## src/hw/apb_pkg.sv

```systemverilog
// APB bus types and widths
`default_nettype none

package apb_pkg;

	// ******************************
	// Widths
	// ******************************

	// Byte address, 64 KB space
	localparam int addr_w = 16;
	// One data word
	localparam int data_w = 32;
	// Peripheral wait-state counter, up to 15 cycles
	localparam int wait_w = 4;

	// ******************************
	// Handshake payloads
	// ******************************

	// One command from the host side
	typedef struct packed {
		logic              write;
		logic [addr_w-1:0] addr;
		logic [data_w-1:0] wdata;
	} apb_cmd_t;

	// One response back to the host side
	typedef struct packed {
		logic [data_w-1:0] rdata;
		logic              slverr;
		// Echo of the command direction
		logic              write;
	} apb_rsp_t;

	// ******************************
	// APB signal bundles
	// ******************************

	// Master to slave
	typedef struct packed {
		logic              sel;
		logic              enable;
		logic              write;
		logic [addr_w-1:0] addr;
		logic [data_w-1:0] wdata;
	} apb_req_t;

	// Slave to master
	typedef struct packed {
		logic [data_w-1:0] rdata;
		logic              ready;
		logic              slverr;
	} apb_resp_t;

endpackage

`default_nettype wire

```

## src/hw/map_pkg.sv

```systemverilog
// Peripheral address map
`default_nettype none

package map_pkg;

	// ******************************
	// Slave select
	// ******************************

	// Three register banks on the bus
	localparam int num_slaves = 3;
	// Select field is addr[15:12]
	localparam int sel_hi = 15;
	localparam int sel_w = 4;

	// Base address per slave, entry 0 is bank 0
	// Only the select field takes part in the compare
	localparam logic [num_slaves-1:0][apb_pkg::addr_w-1:0] base_addr = {
		16'h2000,
		16'h1000,
		16'h0000
	};

	// ******************************
	// Register bank layout
	// ******************************

	// Eight words per bank
	localparam int reg_count = 8;
	// Word offset starts above the byte lanes
	localparam int off_lo = 2;
	// Index bits, the bit above them flags offsets 8 to 15
	localparam int idx_w = $clog2(reg_count);

endpackage

`default_nettype wire

```

## src/hw/apb_queue.sv

```systemverilog
// Two-entry valid/ready FIFO
`default_nettype none

module apb_queue #(
	parameter type payload_t = logic
) (
	input  wire      clk,
	input  wire      rst_n,
	input  wire      in_valid,
	output logic     in_ready,
	input  wire      payload_t in_data,
	output logic     out_valid,
	input  wire      out_ready,
	output payload_t out_data
);

	// Storage and pointers
	payload_t   mem [2];
	logic       wr_ptr;
	logic       rd_ptr;
	// Occupancy from 0 to 2
	logic [1:0] count;
	logic       push;
	logic       pop;

	// ******************************
	// Handshakes
	// ******************************

	// Full only at two entries
	assign in_ready  = (count != 2'd2);
	assign push      = in_valid && in_ready;
	// Output comes from registered storage so a push shows up a cycle later
	assign out_valid = (count != 2'd0);
	assign pop       = out_valid && out_ready;
	assign out_data  = mem[rd_ptr];

	// ******************************
	// Pointers and count
	// ******************************

	always_ff @(posedge clk or negedge rst_n)
	begin
		if (!rst_n)
		begin
			wr_ptr <= 1'b0;
			rd_ptr <= 1'b0;
			count  <= 2'd0;
		end
		else
		begin
			// One-bit pointers wrap by themselves
			if (push)
				wr_ptr <= ~wr_ptr;
			if (pop)
				rd_ptr <= ~rd_ptr;
			// Push and pop together leave the count alone
			case ({push, pop})
				2'b10: count <= count + 2'd1;
				2'b01: count <= count - 2'd1;
				default: count <= count;
			endcase
		end
	end

	// Payload write
	always_ff @(posedge clk)
	begin
		if (push)
			mem[wr_ptr] <= in_data;
	end

	// Head entry holds while the reader stalls, so no push lands on it
	a_head_stable: assert property (@(posedge clk) disable iff (!rst_n)
		out_valid && !out_ready |=> out_valid && $stable(out_data));

endmodule

`default_nettype wire

```

## src/hw/apb_regbank.sv

```systemverilog
// APB register bank peripheral
`default_nettype none

module apb_regbank #(
	parameter int unsigned WAIT_STATES = 0
) (
	input  wire                clk,
	input  wire                rst_n,
	input  wire                apb_pkg::apb_req_t req,
	output apb_pkg::apb_resp_t resp
);

	import apb_pkg::*;
	import map_pkg::*;

	// Register file
	logic [data_w-1:0] regs [reg_count];
	// Word index and the out-of-range flag above it
	logic [idx_w-1:0]  idx;
	logic              unused_off;
	// Selected and in ACCESS
	logic              access;
	logic [wait_w-1:0] wait_cnt;
	logic              ready;

	// ******************************
	// Decode and wait states
	// ******************************

	assign idx        = req.addr[off_lo +: idx_w];
	// Offsets 8 to 15
	assign unused_off = req.addr[off_lo + idx_w];
	assign access     = req.sel && req.enable;
	// Counter reaches the set count on the last ACCESS cycle
	assign ready      = access && (wait_cnt == wait_w'(WAIT_STATES));

	always_ff @(posedge clk or negedge rst_n)
	begin
		if (!rst_n)
			wait_cnt <= '0;
		else if (access && !ready)
			wait_cnt <= wait_cnt + 1'b1;
		else
			wait_cnt <= '0;
	end

	// ******************************
	// Register write
	// ******************************

	always_ff @(posedge clk or negedge rst_n)
	begin
		if (!rst_n)
		begin
			for (int i = 0; i < reg_count; i++)
			begin
				regs[i] <= '0;
			end
		end
		// Store only on the completion edge, never for unused offsets
		else if (ready && req.write && !unused_off)
		begin
			regs[idx] <= req.wdata;
		end
	end

	// Read data and status
	always_comb
	begin
		resp.ready  = ready;
		resp.slverr = ready && unused_off;
		// Writes and errors return zero
		resp.rdata  = (access && !req.write && !unused_off) ? regs[idx] : '0;
	end

	// ACCESS length is WAIT_STATES + 1
	a_wait_len: assert property (@(posedge clk) disable iff (!rst_n)
		$rose(access) |-> ##WAIT_STATES ready);

endmodule

`default_nettype wire

```

## src/hw/apb_bus.sv

```systemverilog
// APB decoder and response mux
`default_nettype none

module apb_bus (
	input  wire                                         clk,
	input  wire                                         rst_n,
	input  wire                                         apb_pkg::apb_req_t m_req,
	output apb_pkg::apb_resp_t                          m_resp,
	output apb_pkg::apb_req_t [map_pkg::num_slaves-1:0] s_req,
	input  wire apb_pkg::apb_resp_t [map_pkg::num_slaves-1:0] s_resp
);

	import map_pkg::*;

	// Raw compare per slave
	logic [num_slaves-1:0] match;
	// Compare qualified by sel
	logic [num_slaves-1:0] hit;
	// Unmapped access seen in SETUP
	logic                  miss_q;

	// ******************************
	// Address decode
	// ******************************

	always_comb
	begin
		for (int i = 0; i < num_slaves; i++)
		begin
			match[i] = (m_req.addr[sel_hi -: sel_w] == base_addr[i][sel_hi -: sel_w]);
		end
	end

	// Idle bus selects nobody
	assign hit = match & {num_slaves{m_req.sel}};

	// Broadcast everything but sel
	always_comb
	begin
		for (int i = 0; i < num_slaves; i++)
		begin
			s_req[i]     = m_req;
			s_req[i].sel = hit[i];
		end
	end

	// ******************************
	// Default slave
	// ******************************

	// Set in SETUP of an unmapped transfer, so ACCESS completes at once
	always_ff @(posedge clk or negedge rst_n)
	begin
		if (!rst_n)
			miss_q <= 1'b0;
		else
			miss_q <= m_req.sel && !m_req.enable && (hit == '0);
	end

	// ******************************
	// Response mux
	// ******************************

	always_comb
	begin
		// Nothing hit gives zero data
		m_resp = '0;
		for (int i = 0; i < num_slaves; i++)
		begin
			if (hit[i])
				m_resp = s_resp[i];
		end
		// Error completion for the unmapped case
		if (miss_q)
		begin
			m_resp.ready  = m_req.enable;
			m_resp.slverr = 1'b1;
		end
	end

	// Base addresses must not overlap
	a_hit_onehot: assert property (@(posedge clk) disable iff (!rst_n)
		$onehot0(hit));

endmodule

`default_nettype wire

```

## src/hw/apb_master.sv

```systemverilog
// APB master sequencer
`default_nettype none

module apb_master (
	input  wire                clk,
	input  wire                rst_n,
	input  wire                cmd_valid,
	output logic               cmd_ready,
	input  wire                apb_pkg::apb_cmd_t cmd,
	output logic               rsp_valid,
	input  wire                rsp_ready,
	output apb_pkg::apb_rsp_t  rsp,
	output apb_pkg::apb_req_t  apb_req,
	input  wire                apb_pkg::apb_resp_t apb_resp
);

	import apb_pkg::*;

	// Transfer phases
	typedef enum logic [1:0] {
		st_idle,
		st_setup,
		st_access
	} state_t;

	state_t   state;
	// Command under transfer, held until completion
	apb_cmd_t cur_cmd;
	logic     accept;
	logic     done;

	// ******************************
	// Command intake
	// ******************************

	// Idle and a free response slot
	// Skip the cycle where the previous response is still being pushed,
	// its slot is not yet counted by the response queue
	assign cmd_ready = (state == st_idle) && rsp_ready && !rsp_valid;
	assign accept    = cmd_valid && cmd_ready;
	// Completion edge of ACCESS
	assign done      = (state == st_access) && apb_resp.ready;

	always_ff @(posedge clk or negedge rst_n)
	begin
		if (!rst_n)
		begin
			state     <= st_idle;
			rsp_valid <= 1'b0;
		end
		else
		begin
			// Response pulse lasts one cycle
			rsp_valid <= done;
			case (state)
				st_idle:
				begin
					if (accept)
						state <= st_setup;
				end
				// SETUP is always a single cycle
				st_setup:
				begin
					state <= st_access;
				end
				st_access:
				begin
					if (apb_resp.ready)
						state <= st_idle;
				end
				default:
				begin
					state <= st_idle;
				end
			endcase
		end
	end

	// Payload capture
	always_ff @(posedge clk)
	begin
		if (accept)
			cur_cmd <= cmd;
		if (done)
			rsp <= '{rdata: apb_resp.rdata, slverr: apb_resp.slverr, write: cur_cmd.write};
	end

	// ******************************
	// APB request
	// ******************************

	always_comb
	begin
		apb_req.sel    = (state != st_idle);
		apb_req.enable = (state == st_access);
		// Fields come from the latched command so they stay put in ACCESS
		apb_req.write  = cur_cmd.write;
		apb_req.addr   = cur_cmd.addr;
		apb_req.wdata  = cur_cmd.wdata;
	end

	// Protocol checks
	a_enable_sel: assert property (@(posedge clk) disable iff (!rst_n)
		apb_req.enable |-> apb_req.sel);

	a_req_stable: assert property (@(posedge clk) disable iff (!rst_n)
		apb_req.enable && !apb_resp.ready |=> apb_req.enable && $stable(apb_req));

	// Response queue must have room for every pulse
	a_rsp_space: assert property (@(posedge clk) disable iff (!rst_n)
		rsp_valid |-> rsp_ready);

endmodule

`default_nettype wire

```

## src/hw/apb_subsys_top.sv

```systemverilog
// APB peripheral subsystem top
`default_nettype none

module apb_subsys_top (
	input  wire               clk,
	input  wire               rst_n,
	input  wire               cmd_valid,
	output logic              cmd_ready,
	input  wire               apb_pkg::apb_cmd_t cmd,
	output logic              rsp_valid,
	input  wire               rsp_ready,
	output apb_pkg::apb_rsp_t rsp
);

	import apb_pkg::*;
	import map_pkg::*;

	// Queue to sequencer
	logic                           q_cmd_valid;
	logic                           q_cmd_ready;
	apb_cmd_t                       q_cmd;
	// Sequencer to response queue
	logic                           m_rsp_valid;
	logic                           m_rsp_ready;
	apb_rsp_t                       m_rsp;
	// APB master side
	apb_req_t                       m_req;
	apb_resp_t                      m_resp;
	// APB slave side, one entry per bank
	apb_req_t [num_slaves-1:0]      s_req;
	wire apb_resp_t [num_slaves-1:0] s_resp;

	// ******************************
	// Command path
	// ******************************

	apb_queue #(.payload_t(apb_cmd_t)) u_cmd_q (
		.clk       (clk),
		.rst_n     (rst_n),
		.in_valid  (cmd_valid),
		.in_ready  (cmd_ready),
		.in_data   (cmd),
		.out_valid (q_cmd_valid),
		.out_ready (q_cmd_ready),
		.out_data  (q_cmd)
	);

	apb_master u_master (
		.clk       (clk),
		.rst_n     (rst_n),
		.cmd_valid (q_cmd_valid),
		.cmd_ready (q_cmd_ready),
		.cmd       (q_cmd),
		.rsp_valid (m_rsp_valid),
		.rsp_ready (m_rsp_ready),
		.rsp       (m_rsp),
		.apb_req   (m_req),
		.apb_resp  (m_resp)
	);

	// ******************************
	// Bus and peripherals
	// ******************************

	apb_bus u_bus (
		.clk    (clk),
		.rst_n  (rst_n),
		.m_req  (m_req),
		.m_resp (m_resp),
		.s_req  (s_req),
		.s_resp (s_resp)
	);

	// Zero, one and three wait states
	apb_regbank #(.WAIT_STATES(0)) u_bank0 (
		.clk   (clk),
		.rst_n (rst_n),
		.req   (s_req[0]),
		.resp  (s_resp[0])
	);

	apb_regbank #(.WAIT_STATES(1)) u_bank1 (
		.clk   (clk),
		.rst_n (rst_n),
		.req   (s_req[1]),
		.resp  (s_resp[1])
	);

	apb_regbank #(.WAIT_STATES(3)) u_bank2 (
		.clk   (clk),
		.rst_n (rst_n),
		.req   (s_req[2]),
		.resp  (s_resp[2])
	);

	// Response path
	apb_queue #(.payload_t(apb_rsp_t)) u_rsp_q (
		.clk       (clk),
		.rst_n     (rst_n),
		.in_valid  (m_rsp_valid),
		.in_ready  (m_rsp_ready),
		.in_data   (m_rsp),
		.out_valid (rsp_valid),
		.out_ready (rsp_ready),
		.out_data  (rsp)
	);

endmodule

`default_nettype wire

```

## config.mk

```make
export PLATFORM = sky130hd
export DESIGN_NAME = apb_subsys_top
export DESIGN_NICKNAME = d
export VERILOG_FILES = /design/src/hw/apb_pkg.sv /design/src/hw/map_pkg.sv /design/src/hw/apb_queue.sv /design/src/hw/apb_regbank.sv /design/src/hw/apb_bus.sv /design/src/hw/apb_master.sv /design/src/hw/apb_subsys_top.sv
export SDC_FILE = /design/constraint.sdc
export NUM_CORES = 1
export LEC_CHECK = 0
export ABC_AREA = 1
export BUFFER_PORTS_ARGS = -buffer_cell sky130_fd_sc_hd__buf_2
export CAP_MARGIN = 20
export CORE_ASPECT_RATIO = 0.9
export CORE_MARGIN = 2
export CORE_UTILIZATION = 45
export DETAILED_ROUTE_END_ITERATION = 7
export PLACE_DENSITY = 0.68
export SYNTH_ARGS = -nofsm -noshare
export SYNTH_HDL_FRONTEND = slang
export SYNTH_SLANG_ARGS = --single-unit
```

## constraint.sdc

```tcl
create_clock -name clk -period 5.1 [get_ports clk]
set_input_delay 0.255 -clock clk [delete_from_list [all_inputs] [get_ports clk]]
set_output_delay 0.255 -clock clk [all_outputs]
set_load 0.01 [all_outputs]
```

==> results of run 1 <==
## final timing paths
kind	slack, ns	to	from	cells after the start
max	1.17	u_master.rsp[7]	u_master.apb_req[36]	7
min	0.25	u_cmd_q.wr_ptr	rst_n	2
max reg2reg	1.17	u_master.rsp[7]	u_master.apb_req[36]	7
min reg2reg	0.44	u_rsp_q.mem[0][32]	u_master.rsp[32]	0
max in group asynchronous	3.39	u_bank2.regs[65]	rst_n	3
min in group clk	0.27	u_rsp_q.rd_ptr	rsp_ready	3
## cell type report
class / count / area share (%)
sequential: 1017 / 52.2
multi-input combinational: 3603 / 32.5
clock buffer: 139 / 5.62
tap: 1356 / 3.33
timing repair buffer: 216 / 3.28
inverter: 268 / 1.99
clock inverter: 49 / 1.08
antenna: 3 / 0.0147
## layout by cell type (no fill, tap or decap), types with 7 or more instances in the layout
cell	n
clkinv_2	20
nand3_1	215
clkbuf_1	21
nand4_1	258
nor2_4	10
or2_2	45
nand3b_1	50
o21ai_0	608
clkbuf_16	103
nor2_1	564
xor2_1	7
bufinv_16	11
clkbuf_8	15
mux2_2	41
nand3_4	16
ha_1	7
nand2_1	1617
o21ai_1	121
dlygate4sd3_1	43
inv_1	256
buf_4	83
buf_2	79
inv_2	10
edfxtp_1	225
nor3_1	11
dfrtp_1	791
buf_12	9
## power groups by stage
| stage | combinational, mW | sequential, mW | clock, mW |
|---|---|---|---|
| floorplan | 5.38 | 9.34 | 0 |
| CTS | 7.44 | 9.86 | 7.81 |
| detailed placement | 7.38 | 10.0 | 0 |
| finish | 7.55 | 9.90 | 7.70 |
| global route | 8.32 | 9.94 | 8.14 |
| global placement | 7.35 | 9.99 | 0 |
## critical path, stage by stage (launching register included)
cell and delay (ns):
edfxtp_1 1.09, inv_2 0.64, nor2_1 0.95, nand3b_1 0.16, nand3_1 0.18, nor2_1 0.06
nand3_1 0.28, nand3_1 0.22
## state kept, by name (all words and copies together), names as in the netlist, 2 cells and up
register / flops
u_bank1.wait_cnt: 4
u_cmd_q.count: 2
u_cmd_q.mem: 82
u_rsp_q.count: 2
u_bank0.wait_cnt: 4
u_bank0.regs: 256
u_bank1.regs: 256
u_bank2.wait_cnt: 4
u_master.rsp: 34
u_master.state: 2
u_rsp_q.mem: 68
u_bank2.regs: 256
u_master.apb_req: 41
## cell families after synthesis
logic type | after synthesis | synth area share, %
flops | 1017 | 57.9
compound gates | 744 | 8.16
buf+inv | 683 | 6.24
simple gates | 2799 | 26.3
xor+xnor | 12 | 0.229
fa+ha+maj | 7 | 0.191
mux | 41 | 1.01
## stage by stage
step / power, mW / hold WS [ns] / worst slack, ns / cells
final: 25.2 / 0.251 / 1.17 / 6651
after detailed placement: 17.4 / 0.399 / 1.28 / 6416
after CTS: 25.1 / 0.216 / 1.30 / 6647
after floorplan: 14.7 / -0.0406 / 0.477 / 5303
after global routing: 26.4 / 0.246 / 1.07 / 6648
after global placement: 17.3 / 0.392 / 1.41 / 6416
## layer usage
layer	up-vias	routed length, um	GRT usage, %
met2	1630	57400	38.1
met5	-	0	0
li1	17100	-	-
met3	219	12700	4.36
met4	0	3240	7.08
met1	17700	58400	37.4
==> reports/metrics.cfg, run 1 <==
[status]
run_status=completed

[drt]
avgViaCountPerCell=5.50
route.detailed.drc=0
totalWireLength_um=132000
drtIter0Drc=4352
drt-wirelength-per-cell_um=19.8
drt-pass1-iter-count=6
antenna_left=0
num_vias=36600

[place]
dp_hpwl_um=75500
io_buffers=80
placement.cell_area_um2=47000
weighted_congestion_at_the_end_of_routability_driven_global_placement=0.825

[critical_path]
worstSetupStartpointType=flop
worstSetupEndpointType=flop
critical_path.max_fanout=24
critPathRequiredTime_ns=5.46
timing.setup.critical_path_class=reg2reg
critical_path_arrival_ns=4.30

[global_routing]
number_of_global_route_vias_before_repair=34500
grt_antenna_before_repair=6
gr-total-overflow=0
largest_net_degree_at_the_start_of_global_routing=133
first_pass_grt_wire_length_um=206000
grt.total_usage_pct=25.2

[timing]
grt_setup_unrepaired=false
tightestPinTransition_ns=1.19
timing.setup.tns_ns=0
highest_achievable_clock_rate_mhz=254
finalSetupViolations=0
min_period_over_period_pct=77.1
finalWorstPathRequiredPeriod_ns=3.93
slew_headroom_pct=20.2
number_of_max_slew_violations_in_the_final_report=0
final.setup_skew_ns=0.0255
fin_hold_viols=0

[worst_hold_path]
hold_class=in2async

[final_layout]
finish.instance_area_um2=50900
finalNetCount=5267
fillCellCount=9430
area_delta_synth_final_pct=10.9
multi_input_comb_area_um2=16500
post-route-util_pct=50.1
ff_latch_area_um2=26600
fraction_of_final_layout_cells_with_drive_strength_greater_than_1_pct=8.90

[job]
maxCapViolCount=0

[power]
seqPwrFrac_pct=39.4
share_clk_of_total_power_pct=30.6
power.share.combinational_pct=30.0
pwr_density_nw_per_um2=494
power.switching_mw=9.62
swShare_pct=38.3
power.ir.vdd_worst_mv=0.468
power.leakage_nw=23.4
p_int_mw=15.5

[clock_network]
worst_setup_hold_path_clk_slew_ns=0.06
cts.sink_count=1017
clock_tree.htree_level_count=3
cts_tree=yes
cts.root.buffer_cell=clkbuf_16
numCtsBuffers=101
insertion_delay_ns=0.68
postCtsSetupBuffers=0
post_cts_hold_buffer_count=43
ctsLongestPathBuffers=3
cts_resized=0

[yosys]
seq_area_frac_synth_pct=57.9
synth.top_cell.area_share_pct=43.2
synth.yosys.warnings=0
yosys.cell_types.count=35
netlist_instances=5303
syn_avg_cell_area_um2=8.66
syn-cell-area_um2=45900
synth_edf_count=225
synth_common_cells=nand2_1 (1,617), dfrtp_1 (792), o21ai_0 (608)
synth_seq_cells=1017
yosys.cell_count.top_type=nand2_1
synthTopCellsByArea=dfrtp_1 (43%), edfxtp_1 (15%), nand2_1 (13%), o21ai_0 (6.6%), nor2_1 (4.7%)
synthArstFlopShare_pct=77.9
yosys.area.top_type=dfrtp_1
postSynth.topFlopCell=dfrtp_1
synth_fp_nets=5363

[floorplanning]
design.core.area_um2=102000
initial_core_util_pct=45.2
placement_rows=111
die-height_um=307
die_x_um=341
boundaryPins=89
design.die.area_um2=105000

Power figures use the tool's default switching activity.
==> inputs of run 2 (changes only) <==
--- a/config.mk
+++ b/config.mk
@@ -12,7 +12,7 @@
 export CORE_MARGIN = 2
 export CORE_UTILIZATION = 45
 export DETAILED_ROUTE_END_ITERATION = 7
-export PLACE_DENSITY = 0.68
+export PLACE_DENSITY = 0.71
 export SYNTH_ARGS = -nofsm -noshare
 export SYNTH_HDL_FRONTEND = slang
 export SYNTH_SLANG_ARGS = --single-unit
==> constraint.sdc (replaced) <==
create_clock -name clk -period 3.2 [get_ports clk]
set_input_delay 0.16 -clock clk [delete_from_list [all_inputs] [get_ports clk]]
set_output_delay 0.16 -clock clk [all_outputs]
set_load 0.01 [all_outputs]
==> run 2 against run 1 <==
- power rose by 60%
- maximum frequency rose by 45%
- combinational power rose by 64%
- critical path depth rose by 3
- hold slack got worse by 0.18 ns
- clock skew fell by 0.0019 ns
- utilization rose by 0.55 points
- sequential share of layout area fell by 0.57 points
- routed wire length rose by 2.2%
- register-to-register slack got worse by 0.69 ns
- final area rose by 1.1%
- via count rose by 1.7%
- critical endpoint is now u_master.rsp[6]
==> reports/metrics.cfg, run 2 (synthesis results as in run 1) <==
[global_routing]
gr-total-overflow=0  ; unchanged
largest_net_degree_at_the_start_of_global_routing=142  ; +6.8%
number_of_global_route_vias_before_repair=35100  ; +1.7%
grt.total_usage_pct=25.9  ; +0.65 points
first_pass_grt_wire_length_um=210000  ; +2.2%
grt_antenna_before_repair=8  ; +2

[critical_path]
critPathSlowestCell=edfxtp_1
cpLargestDelayFamily=buffers and inverters
setup.reg_to_reg.worst_slack_ns=0.48  ; -0.69 ns
critPathRequiredTime_ns=3.57  ; -1.89 ns
worstSetupEndpointType=flop
worst_path_most_repeated_cell=nand3_1
worstPathBufferInverterCount=4  ; +3
crit_chain=inv_2 > buf_4 > nand3_1 > inv_2 > buf_12 > nand2_1 > nand3_1 > nor2_1 > nand2_1 > nand3_1
timing.setup.critical_path_class=reg2reg
critical_path.max_fanout=32  ; +33%
critical_path_arrival_ns=3.09  ; -1.21 ns
slowest_delay_ns=0.59  ; -0.50 ns
worstSetupStartpointType=flop

[timing]
min_period_over_period_pct=85.0  ; +7.9 points
number_of_max_slew_violations_in_the_final_report=0  ; unchanged
finalSetupViolations=0  ; unchanged
slew_headroom_pct=33.6  ; +13 points
tightestPinTransition_ns=0.996  ; -0.198 ns
fin_hold_viols=0  ; unchanged
timing.setup.tns_ns=0  ; unchanged
grt_setup_unrepaired=false
highest_achievable_clock_rate_mhz=368  ; +45%
finalWorstPathRequiredPeriod_ns=2.72  ; -1.21 ns
final.setup_skew_ns=0.0237  ; -0.00185 ns

[floorplanning]
design.core.area_um2=102000  ; unchanged
die_x_um=341  ; unchanged
die-height_um=307  ; unchanged
design.die.area_um2=105000  ; unchanged
boundaryPins=89  ; unchanged
placement_rows=111  ; unchanged
initial_core_util_pct=45.2  ; unchanged

[power]
pwr_density_nw_per_um2=780  ; +58%
power.ir.vdd_worst_mv=0.646  ; +38%
power.leakage_nw=23.7  ; +1.3%

[job]
maxCapViolCount=0  ; unchanged

[final_layout]
fraction_of_final_layout_cells_with_drive_strength_greater_than_1_pct=9.56  ; +0.66 points
mostFrequentLayoutCells=nand2_1 (1,617), dfrtp_1 (791), o21ai_0 (608)
most_common_library_cell_in_the_layout_ignoring_fill_and_taps=nand2_1
finalNetCount=5312  ; +0.85%
finish.instance_area_um2=51500  ; +1.1%
reg_top3=u_bank0.regs x256, u_bank1.regs x256, u_bank2.regs x256
area_delta_synth_final_pct=12.1

[place]
weighted_congestion_at_the_end_of_routability_driven_global_placement=0.840  ; +1.8%
dp_hpwl_um=78600  ; +4.1%
placement.cell_area_um2=47700  ; +1.5%
io_buffers=80  ; unchanged

[clock_network]
postCtsSetupBuffers=0  ; unchanged
ctsLongestPathBuffers=3  ; unchanged
insertion_delay_ns=0.69  ; about the same
cts_tree=yes
worst_setup_hold_path_clk_slew_ns=0.06  ; about the same
numCtsBuffers=99  ; -2.0%
clock_tree.htree_level_count=3  ; unchanged
cts.root.buffer_cell=clkbuf_16
cts.sink_count=1017  ; unchanged

[drt]
antenna_left=0  ; unchanged
route.detailed.drc=0  ; unchanged
drt-wirelength-per-cell_um=20.1  ; +1.6%
drt-pass1-iter-count=6  ; unchanged
drtIter0Drc=4755  ; +9.3%
avgViaCountPerCell=5.56  ; +1.0%
totalWireLength_um=135000  ; +2.2%
num_vias=37200  ; +1.7%

[status]
run_status=completed

[worst_hold_path]
hold_class=in2async

==> run 2: cell count changes in the layout (fill, tap and decap cells not counted), sizes merged <==
cell,before,now
diode,3,1
clkinvlp,7,1
buf,173,220
bufinv,11,7
clkinv,27,26
clkbuf,139,146
==> run 2: final timing paths <==
path,end,from,cells after the start
worst max register to register,u_master.rsp[6],u_master.apb_req[35],10
min in group clk,u_rsp_q.rd_ptr,rsp_ready,3
worst min-delay path,u_cmd_q.wr_ptr,rst_n,2
worst min register to register,u_rsp_q.mem[0][33],u_master.rsp[33],0
worst max-delay path,u_master.rsp[6],u_master.apb_req[35],10
max in group asynchronous,u_bank1.regs[86],rst_n,3
==> run 2: power breakdown <==
group	total, mW	leakage [nW]	internal (mW)	switching [mW]
sequential	15.8	13.2	14.4	1.41
combinational	12.4	8.86	3.47	8.96
clock	11.9	1.63	6.85	5.07
==> run 2: repair_timing <==
action | in CTS | in global routing
endpoints found under the hold margin | 147 | 0
resized for setup | 0 | 0
hold buffers | 43 | 0
==> run 2: cell type report <==
type / count / area, um2
fill: 9252 / 50100
inverter: 268 / 1010
clock inverter: 38 / 390
multi-input combinational: 3603 / 16500
clock buffer: 146 / 2910
timing repair buffer: 263 / 2350
tap: 1356 / 1700
antenna: 1 / 2.50
sequential: 1017 / 26600
==> run 2: worst register-to-register path, cell delays in order, from the launching register on <==
cell and delay [ns]:
edfxtp_1 0.59, inv_2 0.20, buf_4 0.29, nand3_1 0.16
inv_2 0.20, buf_12 0.27, nand2_1 0.11, nand3_1 0.09
nor2_1 0.04, nand2_1 0.25, nand3_1 0.23
==> run 2: per-stage QoR <==
step                power [mW]  utilization (%)  hold WS, ns  setup slack (ns)  cells
CTS                       40.0             50.7        0.116             0.153   6690
global route              42.1             50.7        0.162             0.379   6691
detailed placement        28.1             47.0        0.251             0.610   6463
floorplan                 23.5                -       -0.136             0.124   5303
finish                    40.2             50.7       0.0752             0.479   6692
global placement          28.0             47.0        0.268             0.631   6463
==> run 2: routing by layer <==
layer	vias to the layer above	wire length, um	global-route usage (%)
met1	18100	58100	37.3
met2	1716	58300	38.8
met5	-	12	0
li1	17200	-	-
met4	2	3430	7.77
met3	238	14700	6.19
